==> src/hw/tnet_ctrl_pkg.sv <==
package tnet_ctrl_pkg;

   //////////////////////////////////////////////////
   // Widths
   //////////////////////////////////////////////////
   localparam int TIME_W    = 48; // Absolute and execution time
   localparam int DATA_W    = 32; // Command data words
   localparam int OP_W      = 4;
   localparam int ERR_CNT_W = 4;  // Saturating error count

   // Load to valid margin in the timer
   localparam int CMP_LAT   = 2;

   //////////////////////////////////////////////////
   // Opcodes
   //////////////////////////////////////////////////
   typedef enum logic [OP_W-1:0] {
      OP_NOP        = 4'd0,
      // Parameter commands, applied at once
      OP_SET_RTD    = 4'd1,
      OP_SET_OFF    = 4'd2,
      OP_SET_DT     = 4'd3,
      // Timed control commands
      OP_TIME_RST   = 4'd4,
      OP_CORE_START = 4'd5,
      OP_CORE_STOP  = 4'd6
   } tnet_op_e;

   //////////////////////////////////////////////////
   // Command FSM states
   //////////////////////////////////////////////////
   typedef enum logic [2:0] {
      ST_IDLE  = 3'd0, // Ready for a strobe
      ST_LOAD  = 3'd1, // Execution time captured
      ST_CHECK = 3'd2, // Waiting on margin
      ST_WAIT  = 3'd3, // Accepted, waiting on time
      ST_FIRE  = 3'd4  // One cycle pulse
   } tnet_st_e;

endpackage
==> src/hw/tnet_ctrl_top.sv <==
module tnet_ctrl_top
   import tnet_ctrl_pkg::*;
(
   input  logic                 t_clk_i       ,
   input  logic                 ps_rst_ni     ,
   input  logic [TIME_W-1:0]    t_time_abs_i  ,
   // Processor control
   input  logic                 cmd_i         ,
   input  tnet_op_e             op_i          ,
   input  logic [DATA_W-1:0]    dt1_i         ,
   input  logic [DATA_W-1:0]    dt2_i         ,
   output logic                 c_ready_o     ,
   // Execution pulses
   output logic                 time_rst_o    ,
   output logic                 core_start_o  ,
   output logic                 core_stop_o   ,
   // Errors
   output logic                 cmd_err_o     ,
   output logic [ERR_CNT_W-1:0] err_cnt_o     ,
   // Parameters
   output logic [DATA_W-1:0]    time_off_dt_o ,
   output logic [DATA_W-1:0]    tnet_dt1_o    ,
   output logic [DATA_W-1:0]    tnet_dt2_o
);

logic              cmd_acc;
logic              load_time;
logic              cmp_vld;
logic              margin_ok;
logic              time_passed;
logic [DATA_W-1:0] rtd;
logic [TIME_W-1:0] exec_time;

// Execution time is dt1 low half on top of dt2
assign exec_time = {dt1_i[TIME_W-DATA_W-1:0], dt2_i};

//////////////////////////////////////////////////
// Instances
//////////////////////////////////////////////////
tnet_cmd_fsm i_cmd_fsm (
   .t_clk_i       ( t_clk_i      ),
   .ps_rst_ni     ( ps_rst_ni    ),
   .cmd_i         ( cmd_i        ),
   .op_i          ( op_i         ),
   .c_ready_o     ( c_ready_o    ),
   .cmd_acc_o     ( cmd_acc      ),
   .load_time_o   ( load_time    ),
   .cmp_vld_i     ( cmp_vld      ),
   .margin_ok_i   ( margin_ok    ),
   .time_passed_i ( time_passed  ),
   .time_rst_o    ( time_rst_o   ),
   .core_start_o  ( core_start_o ),
   .core_stop_o   ( core_stop_o  ),
   .cmd_err_o     ( cmd_err_o    ),
   .err_cnt_o     ( err_cnt_o    )
);

tnet_time_cmp i_time_cmp (
   .t_clk_i       ( t_clk_i      ),
   .ps_rst_ni     ( ps_rst_ni    ),
   .load_time_i   ( load_time    ),
   .exec_time_i   ( exec_time    ),
   .t_time_abs_i  ( t_time_abs_i ),
   .rtd_i         ( rtd          ),
   .cmp_vld_o     ( cmp_vld      ),
   .margin_ok_o   ( margin_ok    ),
   .time_passed_o ( time_passed  )
);

tnet_param_regs i_param_regs (
   .t_clk_i       ( t_clk_i       ),
   .ps_rst_ni     ( ps_rst_ni     ),
   .cmd_acc_i     ( cmd_acc       ),
   .op_i          ( op_i          ),
   .dt1_i         ( dt1_i         ),
   .dt2_i         ( dt2_i         ),
   .rtd_o         ( rtd           ), // Feeds the margin check
   .time_off_dt_o ( time_off_dt_o ),
   .tnet_dt1_o    ( tnet_dt1_o    ),
   .tnet_dt2_o    ( tnet_dt2_o    )
);

endmodule

==> src/hw/tnet_cmd_fsm.sv <==
module tnet_cmd_fsm
   import tnet_ctrl_pkg::*;
(
   input  logic                 t_clk_i       ,
   input  logic                 ps_rst_ni     ,
   // Processor strobe
   input  logic                 cmd_i         ,
   input  tnet_op_e             op_i          ,
   output logic                 c_ready_o     ,
   // To param regs and timer
   output logic                 cmd_acc_o     ,
   output logic                 load_time_o   ,
   // From timer
   input  logic                 cmp_vld_i     ,
   input  logic                 margin_ok_i   ,
   input  logic                 time_passed_i ,
   // Execution pulses
   output logic                 time_rst_o    ,
   output logic                 core_start_o  ,
   output logic                 core_stop_o   ,
   // Error report
   output logic                 cmd_err_o     ,
   output logic [ERR_CNT_W-1:0] err_cnt_o
);

tnet_st_e             state_q, state_d;
tnet_op_e             op_q;            // Pending control opcode
logic                 is_ctrl;
logic                 reject;
logic [ERR_CNT_W-1:0] err_cnt_q;

//////////////////////////////////////////////////
// Strobe accept
//////////////////////////////////////////////////
always_comb begin
   is_ctrl = (op_i == OP_TIME_RST) || (op_i == OP_CORE_START) || (op_i == OP_CORE_STOP);
end

assign c_ready_o   = (state_q == ST_IDLE);
assign cmd_acc_o   = c_ready_o & cmd_i;   // Strobes while busy are dropped
assign load_time_o = cmd_acc_o & is_ctrl;

// Margin too small when the check comes back
assign reject = (state_q == ST_CHECK) & cmp_vld_i & ~margin_ok_i;

//////////////////////////////////////////////////
// State machine
//////////////////////////////////////////////////
always_comb begin
   state_d = state_q;
   case (state_q)
      ST_IDLE: begin
         if (load_time_o) begin
            state_d = ST_LOAD;
         end
      end
      ST_LOAD: begin
         state_d = ST_CHECK;
      end
      ST_CHECK: begin
         if (cmp_vld_i) begin
            state_d = margin_ok_i ? ST_WAIT : ST_IDLE;
         end
      end
      ST_WAIT: begin
         if (time_passed_i) begin
            state_d = ST_FIRE;
         end
      end
      ST_FIRE: begin
         state_d = ST_IDLE;
      end
      default: begin
         state_d = ST_IDLE;
      end
   endcase
end

always_ff @(posedge t_clk_i, negedge ps_rst_ni) begin
   if (!ps_rst_ni) begin
      state_q <= ST_IDLE;
   end else begin
      state_q <= state_d;
   end
end

// Captured together with the execution time
always_ff @(posedge t_clk_i) begin
   if (load_time_o) begin
      op_q <= op_i;
   end
end

//////////////////////////////////////////////////
// Outputs
//////////////////////////////////////////////////
assign time_rst_o   = (state_q == ST_FIRE) & (op_q == OP_TIME_RST);
assign core_start_o = (state_q == ST_FIRE) & (op_q == OP_CORE_START);
assign core_stop_o  = (state_q == ST_FIRE) & (op_q == OP_CORE_STOP);
assign cmd_err_o    = reject;

always_ff @(posedge t_clk_i, negedge ps_rst_ni) begin
   if (!ps_rst_ni) begin
      err_cnt_q <= '0;
   end else if (reject && (err_cnt_q != {ERR_CNT_W{1'b1}})) begin
      err_cnt_q <= err_cnt_q + 1'b1; // Holds at max
   end
end

assign err_cnt_o = err_cnt_q;

//////////////////////////////////////////////////
// Checks
//////////////////////////////////////////////////
a_one_pulse: assert property (@(posedge t_clk_i) disable iff (!ps_rst_ni)
   $onehot0({time_rst_o, core_start_o, core_stop_o}))
   else $error("More than one execution pulse");

// A rejected command must never also execute
a_err_no_exec: assert property (@(posedge t_clk_i) disable iff (!ps_rst_ni)
   cmd_err_o |-> !(time_rst_o || core_start_o || core_stop_o))
   else $error("Error pulse together with execution pulse");

endmodule

==> src/hw/tnet_time_cmp.sv <==
module tnet_time_cmp
   import tnet_ctrl_pkg::*;
(
   input  logic              t_clk_i      ,
   input  logic              ps_rst_ni    ,
   input  logic              load_time_i  ,
   input  logic [TIME_W-1:0] exec_time_i  ,
   input  logic [TIME_W-1:0] t_time_abs_i ,
   input  logic [DATA_W-1:0] rtd_i        ,
   output logic              cmp_vld_o    ,
   output logic              margin_ok_o  ,
   output logic              time_passed_o
);

logic [TIME_W-1:0] exec_time_q;  // Held until next load
logic [TIME_W-1:0] time_left_q;
logic [TIME_W-1:0] margin_q;
logic [TIME_W-1:0] rtd_ext;
logic [CMP_LAT:0]  vld_sr;

assign rtd_ext = {{(TIME_W-DATA_W){1'b0}}, rtd_i};

//////////////////////////////////////////////////
// Subtraction pipe
//////////////////////////////////////////////////
always_ff @(posedge t_clk_i) begin
   if (load_time_i) begin
      exec_time_q <= exec_time_i;
   end
end

// Runs every clock so time_passed tracks the wait
always_ff @(posedge t_clk_i) begin
   time_left_q <= exec_time_q - t_time_abs_i;
   margin_q    <= time_left_q - rtd_ext;
end

// Left time strictly above RTD
assign margin_ok_o   = ~margin_q[TIME_W-1] & (margin_q != '0);
assign time_passed_o = time_left_q[TIME_W-1]; // Sign of left time

//////////////////////////////////////////////////
// Valid shift
//////////////////////////////////////////////////
// Stage 0 is the load edge, margin settles CMP_LAT edges later
always_ff @(posedge t_clk_i, negedge ps_rst_ni) begin
   if (!ps_rst_ni) begin
      vld_sr <= '0;
   end else begin
      vld_sr <= {vld_sr[CMP_LAT-1:0], load_time_i};
   end
end

assign cmp_vld_o = vld_sr[CMP_LAT];

//////////////////////////////////////////////////
// Checks
//////////////////////////////////////////////////
// Valid is a single cycle, lined up with the registered margin
a_vld_lat: assert property (@(posedge t_clk_i) disable iff (!ps_rst_ni)
   load_time_i |-> ##(CMP_LAT+1) (cmp_vld_o ##1 !cmp_vld_o))
   else $error("Margin valid not %0d clocks after load", CMP_LAT);

endmodule

==> src/hw/tnet_param_regs.sv <==
module tnet_param_regs
   import tnet_ctrl_pkg::*;
(
   input  logic              t_clk_i       ,
   input  logic              ps_rst_ni     ,
   // Accepted strobe and its payload
   input  logic              cmd_acc_i     ,
   input  tnet_op_e          op_i          ,
   input  logic [DATA_W-1:0] dt1_i         ,
   input  logic [DATA_W-1:0] dt2_i         ,
   // Parameter values
   output logic [DATA_W-1:0] rtd_o         ,
   output logic [DATA_W-1:0] time_off_dt_o ,
   output logic [DATA_W-1:0] tnet_dt1_o    ,
   output logic [DATA_W-1:0] tnet_dt2_o
);

logic              we_rtd;
logic              we_off;
logic              we_dt;
logic [DATA_W-1:0] rtd_q;
logic [DATA_W-1:0] off_q;
logic [DATA_W-1:0] dt1_q;
logic [DATA_W-1:0] dt2_q;

//////////////////////////////////////////////////
// Opcode decode
//////////////////////////////////////////////////
always_comb begin
   we_rtd = 1'b0;
   we_off = 1'b0;
   we_dt  = 1'b0;
   if (cmd_acc_i) begin
      case (op_i)
         OP_SET_RTD: begin
            we_rtd = 1'b1;
         end
         OP_SET_OFF: begin
            we_off = 1'b1;
         end
         OP_SET_DT: begin
            we_dt = 1'b1;
         end
         default: begin
            // Control opcodes and NOP leave the registers alone
            we_rtd = 1'b0;
         end
      endcase
   end
end

//////////////////////////////////////////////////
// Registers
//////////////////////////////////////////////////
always_ff @(posedge t_clk_i, negedge ps_rst_ni) begin
   if (!ps_rst_ni) begin
      rtd_q <= '0;
      off_q <= '0;
      dt1_q <= '0;
      dt2_q <= '0;
   end else begin
      if (we_rtd) begin
         rtd_q <= dt1_i;
      end
      if (we_off) begin
         off_q <= dt1_i;
      end
      if (we_dt) begin
         dt1_q <= dt1_i; // Both words together
         dt2_q <= dt2_i;
      end
   end
end

assign rtd_o         = rtd_q;
assign time_off_dt_o = off_q;
assign tnet_dt1_o    = dt1_q;
assign tnet_dt2_o    = dt2_q;

endmodule

==> config.mk <==
export PLATFORM = sky130hd
export DESIGN_NAME = tnet_ctrl_top
export DESIGN_NICKNAME = d
export VERILOG_FILES = /design/src/hw/tnet_ctrl_pkg.sv /design/src/hw/tnet_ctrl_top.sv /design/src/hw/tnet_cmd_fsm.sv /design/src/hw/tnet_time_cmp.sv /design/src/hw/tnet_param_regs.sv
export SDC_FILE = /design/constraint.sdc
export NUM_CORES = 1
export LEC_CHECK = 0
export BUFFER_PORTS_ARGS = -buffer_cell sky130_fd_sc_hd__buf_2
export CORE_AREA = 2 2 189 191
export DETAILED_ROUTE_END_ITERATION = 6
export DIE_AREA = 0 0 191 193
export PLACE_DENSITY = 0.7
export SLEW_MARGIN = 10
export SYNTH_ARGS = -nofsm -noshare
export SYNTH_HDL_FRONTEND = slang
export SYNTH_SLANG_ARGS = --single-unit
export TNS_END_PERCENT = 1
==> constraint.sdc <==
create_clock -name t_clk_i -period 5.26 [get_ports t_clk_i]
set_clock_uncertainty 0.15 [all_clocks]
set_input_delay 0.526 -clock t_clk_i [delete_from_list [all_inputs] [get_ports t_clk_i]]
set_output_delay 0.526 -clock t_clk_i [all_outputs]
set_load 0.02 [all_outputs]
==> run_results.csv, run 1 <==
group,metric,value,unit
grt,grt_first_pass_wirelength,54300,um
layout,share_of_cells_above_drive_strength_1,25.9,%
drt,detailedRoute.firstIterationViolations,657,
layout,postLayoutCoreUtil,47.6,%
critical_path,crit_path_end_kind,"primary output",
placed_design,placedInstanceArea,15400,um2
yosys,syn_std_cell_area,13800,um2
drt,finalWirelength,34800,um
die,die_area,36900,um2
sta,final.period_utilization,68.3,%
drt,vias_per_cell,5.14,
yosys,synthTopCellsByArea,"dfrtp_1 (25%), dfxtp_1 (14%), edfxtp_1 (11%), mux2_2 (8.0%), ha_1 (7.2%)",
die,floorplan.io_pins,224,
die,core_area,35000,um2
sta,drv_slew,0,
sta,timing.hold.ws,0.0459,ns
yosys,post-synth-top-area-cell,"dfrtp_1",
yosys,syn_area_per_cell,10.6,um2
yosys,yosysWarningCount,0,
status,outcome,"complete, no violations",
placed_design,place.port_buffers,223,
grt,first_global_vias,10176,
grt,globalRouteTotalUtil,18.8,%
critical_path,path_delay_family,"simple AND/OR/NAND/NOR gates",
placed_design,placedCellCount,1954,
layout,area_delta_synth_final,20.4,%
critical_path,worst_path_largest_cell_delay,0.72,ns
critical_path,critPathArrivalTime,2.92,ns
yosys,synth_cell_types,63,
sta,rsz0062_at_grt,"false",
critical_path,timing_worst_setup_path_type,"reg2out",
critical_path,crit_path_cell_trace,"nor4_1 > nand4_1 > nor3_1 > o21ai_0 > nor3_1 > buf_2",
sta,fin_crit,3.59,ns
clocking,clk_transition_reported_paths,0.06,ns
power_and_ir_drop,netSwitchingPower,1.23,mW
drt,vias,10373,
yosys,synth.net_count,1509,
sta,setup-tns-final,0,ns
sta,setup_violations,0,
clocking,h-tree-depth,2,
yosys,synth_async_sr_flop_share,48.3,%
layout,n_fill_cell,3266,
hold_path,min_path_type,"in2reg",
clocking,postCtsResizedCells,0,
yosys,ys_dominant_reg_cell,"dfrtp_1",
yosys,cell_count_after_synthesis,1308,
yosys,synth-seq-cells,286,
grt,grt_antenna_before_repair,2,
power_and_ir_drop,p_leak,8.11,nW
power_and_ir_drop,power.internal,4.05,mW
drt,drc,0,
sta,max_slew_margin,36.5,%
sta,worst_slew_pin_slew,0.952,ns
layout,final_nets,1731,
sta,hold_viol_final,0,
drt,first_pass_iters,5,
die,fp.dieH,193,um
layout,stdcell_area,16600,um2
yosys,number_of_synthesized_flops_with_an_enable_pin,52,
layout,finalNonFillerCells,2017,
clocking,clock_path_buffers,3,
power_and_ir_drop,p_clk_share,46.5,%
clocking,tritoncts_num_sinks,286,
sta,fmax,278,MHz
placed_design,post-dp-hpwl,26800,um
yosys,yosysSeqAreaShare,50.2,%
power_and_ir_drop,power_switching_share,23.3,%
critical_path,worst_ep_required_time,4.58,ns
yosys,post-synth-top-area-fraction,25.0,%
clocking,tritoncts,"done",
power_and_ir_drop,p_seq_share,45.0,%
critical_path,timing.critical_path.from_type,"flip-flop",
critical_path,path_common_cell,"nor3_1",
drt,antenna_left,0,
clocking,numCtsBuffers,34,
drt,route.detailed.wl_per_inst,17.3,um
die,floorplan.rows,69,
die,initial_utilization,39.5,%
critical_path,slowest_stage,"nor4_1",
clocking,clk_tree_root_cell,"clkbuf_16",
die,horizontal_extent_of_the_die,191,um
power_and_ir_drop,ir_worst_vdd,0.000188,V
power_and_ir_drop,comb_power_share,8.5,%
power_and_ir_drop,power_density,318,nW/um2
clocking,clk-insertion-delay-late,0.52,ns
critical_path,critical_path_buf_inv_count,1,
run,cap_viol_max_count,0,
placed_design,gp_congestion,0.921,
grt,pin_count_of_the_biggest_net_entering_global_routing,96,
critical_path,timing.critical_path.fanout_max,5,
grt,globalRoute.totalOverflow,0,
cell usage in the layout, fill, tap and decap left out, drive strengths merged, types with 7 or more instances in the layout:
cell type | netlist | routed
xor2 | 35 | 35
nand2 | 101 | 101
mux2 | 99 | 99
dfrtp | 138 | 138
xnor2 | 53 | 53
nor4 | 16 | 16
nand3 | 19 | 19
ha | 80 | 80
edfxtp | 52 | 52
o21ai | 78 | 78
nor3 | 23 | 23
buf | 2 | 231
nand2b | 15 | 15
nor2 | 55 | 55
a21o | 34 | 34
dfxtp | 96 | 96
a31oi | 9 | 9
and3 | 8 | 8
o21a | 13 | 13
o21bai | 11 | 11
clkbuf | 44 | 46
o211ai | 8 | 8
inv | 107 | 109
o31ai | 7 | 7
or3 | 7 | 7
a21oi | 98 | 98
nor2b | 10 | 10
nand4 | 21 | 21
power by group through the flow:
stage	logic, mW	clock network, mW	registers (mW)
after global placement	0.441	0	2.42
final	0.448	2.46	2.38
after floorplan	0.283	0	2.41
after CTS	0.450	2.53	2.38
after global routing	0.500	2.61	2.39
after detailed placement	0.445	0	2.42
area by class of cell:
type / count / area [um2] / share of cell area [%]
inverters: 107 / 402 / 2.41
diodes: 1 / 2.50 / 0.0150
clock inverters: 15 / 203 / 1.22
well taps: 461 / 577 / 3.47
flip-flops and latches: 286 / 6940 / 41.7
repair buffers: 232 / 1190 / 7.17
clock buffers: 46 / 1000 / 6.01
multi-input cells: 869 / 6320 / 38.0
state kept, by name, summed over array words and instances (netlist names):
signal and cells:
i_time_cmp.time_left_q 48, i_cmd_fsm.err_cnt_o 4, i_param_regs.rtd_o 32, i_time_cmp.margin_q 48
i_param_regs.tnet_dt1_o 32, i_cmd_fsm.state_q 3, i_time_cmp.vld_sr 3, i_param_regs.tnet_dt2_o 32
i_param_regs.time_off_dt_o 32, i_cmd_fsm.op_q 4, i_time_cmp.exec_time_q 48
cells in the mapped netlist, drive strengths merged, types with 19 or more instances:
cell,number
a21o,34
nor3,23
edfxtp,52
dfrtp,138
o21ai,78
dfxtp,96
clkbuf,44
nor2,55
nand4,21
nand3,19
inv,107
nand2,101
xor2,35
xnor2,53
ha,80
a21oi,98
mux2,99
final timing paths:
path                                           startpoint                         end  slack (ns)  cells after the start
max in group asynchronous                       ps_rst_ni  i_param_regs.tnet_dt1_o[8]        3.25                      3
min in group asynchronous                       ps_rst_ni  i_param_regs.tnet_dt2_o[8]        0.47                      2
worst min register to register       i_time_cmp.vld_sr[0]        i_time_cmp.vld_sr[1]        0.20                      0
worst max register to register  i_time_cmp.exec_time_q[0]  i_time_cmp.time_left_q[36]        1.71                     12
worst min-delay path                            dt2_i[18]  i_time_cmp.exec_time_q[18]        0.05                      1
worst max-delay path               i_time_cmp.margin_q[7]                   cmd_err_o        1.67                      6
logic make-up after synthesis:
| group | count (synthesis) | share of synthesized area (%) |
|---|---|---|
| adders and majority gates | 82 | 7.54 |
| AOI/OAI and AO/OA | 304 | 14.1 |
| muxes | 99 | 8.07 |
| buffers and inverters | 153 | 4.17 |
| xor gates and xnor gates | 88 | 5.58 |
| DFF | 286 | 50.2 |
| and+or+nand+nor | 296 | 10.4 |
metrics by stage:
step	total power, mW	setup slack (ns)
after floorplan	2.69	2.15
after global placement	2.86	1.53
after detailed placement	2.87	1.45
after CTS	5.36	1.52
after global routing	5.50	1.42
final	5.29	1.67
worst reg2reg max path, stage by stage, from the launching register on:
cell       delay (ns)
edfxtp_1         0.33
inv_1            0.04
ha_1             0.20
fa_1             0.43
nor2b_1          0.17
o2111ai_1        0.16
a31oi_1          0.41
a31oi_1          0.22
a21oi_1          0.26
o221ai_1         0.30
o31ai_2          0.47
a21oi_1          0.15
xnor2_1          0.14
routing by layer:
metal | vias up | routed length, um | share of wire (%) | GRT usage [%]
li1 | 5093 | - | - | -
met1 | 4964 | 15000 | 43 | 24.1
met2 | 263 | 16800 | 48 | 31.7
met3 | 51 | 2140 | 6.1 | 4.40
met4 | 2 | 801 | 2.3 | 5.75
met5 | - | 13 | 0.037 | 0
timing repair:
item,in CTS,in global routing
hold endpoints to repair,19,0
endpoints found under the setup margin,0,0
hold buffers,1,0
setup buffers,0,0
Power figures use the tool's default switching activity.
==> inputs of run 2 (changes only) <==
--- a/config.mk
+++ b/config.mk
@@ -5,11 +5,12 @@
 export SDC_FILE = /design/constraint.sdc
 export NUM_CORES = 1
 export LEC_CHECK = 0
+export ABC_AREA = 1
 export BUFFER_PORTS_ARGS = -buffer_cell sky130_fd_sc_hd__buf_2
-export CORE_AREA = 2 2 189 191
+export CORE_AREA = 2 2 208 210
 export DETAILED_ROUTE_END_ITERATION = 6
-export DIE_AREA = 0 0 191 193
-export PLACE_DENSITY = 0.7
+export DIE_AREA = 0 0 210 212
+export PLACE_DENSITY = 0.71
 export SLEW_MARGIN = 10
 export SYNTH_ARGS = -nofsm -noshare
 export SYNTH_HDL_FRONTEND = slang
==> constraint.sdc (replaced) <==
create_clock -name t_clk_i -period 3.3 [get_ports t_clk_i]
set_clock_uncertainty 0.15 [all_clocks]
set_input_delay 0.33 -clock t_clk_i [delete_from_list [all_inputs] [get_ports t_clk_i]]
set_output_delay 0.33 -clock t_clk_i [all_outputs]
set_load 0.02 [all_outputs]
==> run 2 against run 1 <==
  * Sequential power rose by 60%
  * Synthesized area rose by 21%
  * Final cell count rose by 58%
  * Register-to-register slack got worse by 1.0 ns
  * Largest cell class is now multi-input gates
  * Core utilization rose by 0.42 points
  * Count of clock-buffer cells in the layout did not move
  * Power rose by 67%
  * Clock power rose by 66%
  * Critical endpoint unchanged
==> run_results.csv, run 2 <==
group,metric,value,unit
drt,finalWirelength,52800,um
die,floorplan.io_pins,224,
die,floorplan.rows,76,
yosys,synthTopCellsByArea,"dfrtp_1 (21%), nand2_1 (18%), dfxtp_1 (11%), inv_1 (11%), edfxtp_1 (9.3%)",
sta,fin_crit,2.69,ns
placed_design,placedInstanceArea,18500,um2
yosys,synth_cell_types,34,
yosys,yosysWarningCount,0,
layout,biggestRegsByFlops,"i_time_cmp.exec_time_q (48), i_time_cmp.margin_q (48), i_time_cmp.time_left_q (48)",
sta,worst_slew_pin_slew,0.854,ns
placed_design,pre_cts_slack,0.683,ns
sta,setup_ws,0.614,ns
yosys,synth_async_sr_flop_share,48.3,%
clocking,postCtsResizedCells,0,
power_and_ir_drop,power_density,432,nW/um2
yosys,cell_count_after_synthesis,2298,
layout,final_nets,2823,
sta,rsz0062_at_grt,"false",
hold_path,min_path_type,"in2reg",
placed_design,placedCellCount,3061,
grt,grt_antenna_before_repair,0,
sta,setup-tns-final,0,ns
die,die_area,44500,um2
layout,n_fill_cell,4105,
grt,first_global_vias,15184,
sta,max_slew_margin,42.9,%
critical_path,timing.critical_path.from_type,"flip-flop",
critical_path,crit_path_end_kind,"primary output",
die,initial_utilization,39.3,%
clocking,clk-insertion-delay-late,0.56,ns
layout,seqCellArea,6940,um2
clocking,clk_tree_root_cell,"clkbuf_16",
layout,n_antenna_cell,0,
critical_path,worst_ep_required_time,2.82,ns
clocking,clock_path_buffers,3,
drt,vias,15128,
drt,antenna_left,0,
grt,pin_count_of_the_biggest_net_entering_global_routing,69,
drt,first_pass_iters,5,
grt,grt_first_pass_wirelength,81300,um
drt,vias_per_cell,4.73,
yosys,synth.net_count,2499,
yosys,number_of_synthesized_flops_with_an_enable_pin,52,
yosys,syn_std_cell_area,16700,um2
yosys,post-synth-top-area-fraction,20.7,%
drt,route.detailed.wl_per_inst,16.5,um
placed_design,post-dp-hpwl,42200,um
yosys,syn_area_per_cell,7.28,um2
grt,globalRouteTotalUtil,23.9,%
clocking,numCtsBuffers,35,
yosys,post-synth-top-area-cell,"dfrtp_1",
clocking,h-tree-depth,2,
yosys,ys_dominant_reg_cell,"dfrtp_1",
layout,stdcell_area,20400,um2
critical_path,timing.critical_path.fanout_max,6,
yosys,synth-seq-cells,286,
sta,setup_violations,0,
drt,drc,0,
placed_design,gp_congestion,0.974,
placed_design,place.port_buffers,223,
grt,globalRoute.totalOverflow,0,
power_and_ir_drop,p_leak,11.6,nW
yosys,yosysSeqAreaShare,41.5,%
sta,hold_viol_final,0,
die,fp.dieH,212,um
sta,final.period_utilization,81.4,%
status,outcome,"complete, no violations",
layout,layout_common_cells,"nand2_1 (813), inv_1 (485), nor2_1 (222), buf_2 (222), dfrtp_1 (138)",
clocking,tritoncts,"done",
die,horizontal_extent_of_the_die,210,um
critical_path,timing_worst_setup_path_type,"reg2out",
layout,finalNonFillerCells,3195,
sta,fmax,372,MHz
sta,drv_slew,0,
layout,area_delta_synth_final,22.0,%
layout,share_of_cells_above_drive_strength_1,14.5,%
layout,multi_input_gate_area,7840,um2
power_and_ir_drop,ir_worst_vdd,0.000379,V
yosys,synth.cells.most_frequent,"nand2_1 (813), inv_1 (485), nor2_1 (223), dfrtp_1 (138), dfxtp_1 (96)",
clocking,clk_transition_reported_paths,0.06,ns
critical_path,critPathArrivalTime,2.21,ns
drt,detailedRoute.firstIterationViolations,947,
yosys,synth.most_common_cell,"nand2_1",
die,core_area,42500,um2
clocking,tritoncts_num_sinks,286,
run,cap_viol_max_count,0,
layout,layout.cells.most_common,"nand2_1",
run 2: cell count changes after synthesis, sizes merged, moves of 13 or more:
cell	delta
nand2	+712
inv	+378
nor2	+170
nand3	+76
a21oi	-52
xnor2	-48
o21ai	-42
clkbuf	-41
a21o	-33
xor2	+16
nand2b	-15
o21a	-13
run 2: cell families (layout without fill, tap and decap cells):
logic type | after synthesis | count (layout) | synth area share, %
mux | 97 | 97 | 6.53
simple gates | 1188 | 1188 | 28.4
compound gates | 89 | 89 | 2.76
buf+inv | 500 | 851 | 11.7
fa+ha+maj | 82 | 82 | 6.23
xor+xnor | 56 | 56 | 2.93
flops | 286 | 286 | 41.5
run 2: layout make-up:
type,count,share of cell area (%)
tap,546,3.35
timing repair buffer,302,9.33
multi-input combinational,1512,38.4
clock inverter,18,1.31
sequential,286,34.0
inverter,485,8.92
clock buffer,46,4.64
run 2: through the flow:
stage,total power [mW],util [%],hold slack [ns]
3_5_place_dp,4.71,43.5,0.185
2_1_floorplan,4.33,-,-0.116
5_1_grt,9.16,48.0,0.0267
4_1_cts,8.90,48.0,0.0174
3_3_place_gp,4.70,43.5,0.185
6_report,8.81,48.0,0.0317
run 2: repair_timing:
item | CTS | global route
endpoints found under the hold margin | 237 | 0
endpoints found under the setup margin | 0 | 0
hold buffers | 70 | 0
buffers inserted | 0 | 0
run 2: worst paths after layout:
path                                                    to  cells past startpoint                    start  slack (ns)
worst max-delay path                             cmd_err_o                     10  i_time_cmp.margin_q[29]        0.61
worst min-delay path            i_time_cmp.time_left_q[47]                      4         t_time_abs_i[47]        0.03
worst max register to register      i_param_regs.rtd_o[11]                      6     i_cmd_fsm.state_q[2]        0.70
worst min register to register        i_time_cmp.vld_sr[1]                      0     i_time_cmp.vld_sr[0]        0.20
max in group asynchronous       i_param_regs.tnet_dt2_o[2]                      3                ps_rst_ni        1.99
min in group asynchronous       i_param_regs.tnet_dt1_o[0]                      2                ps_rst_ni        0.17
run 2: critical path: stages, from the launching register on:
cell and delay, ns:
dfxtp_1 0.29, nor2_1 0.19, nand2_1 0.07, nor2_1 0.11, nand2_1 0.06, nor2_1 0.23, nand2_1 0.14, nand2_1 0.19
nand2_1 0.08, nor2_1 0.11, buf_2 0.18
run 2: power breakdown:
| group | internal (mW) | switching, mW | leakage (nW) |
|---|---|---|---|
| logic | 0.335 | 0.585 | 7.99 |
| clock network | 2.45 | 1.64 | 0.593 |
| registers | 3.71 | 0.0870 | 3.04 |
| total | 6.50 | 2.31 | 11.6 |
run 2: per-layer routing:
metal  wire length (um)  track usage, %  up-vias
met3               2840            3.53       97
met4               2420            11.2        0
met1              22200            29.1     6974
li1                   -               -     7628
met5                  0               0        -
met2              25300            41.7      429
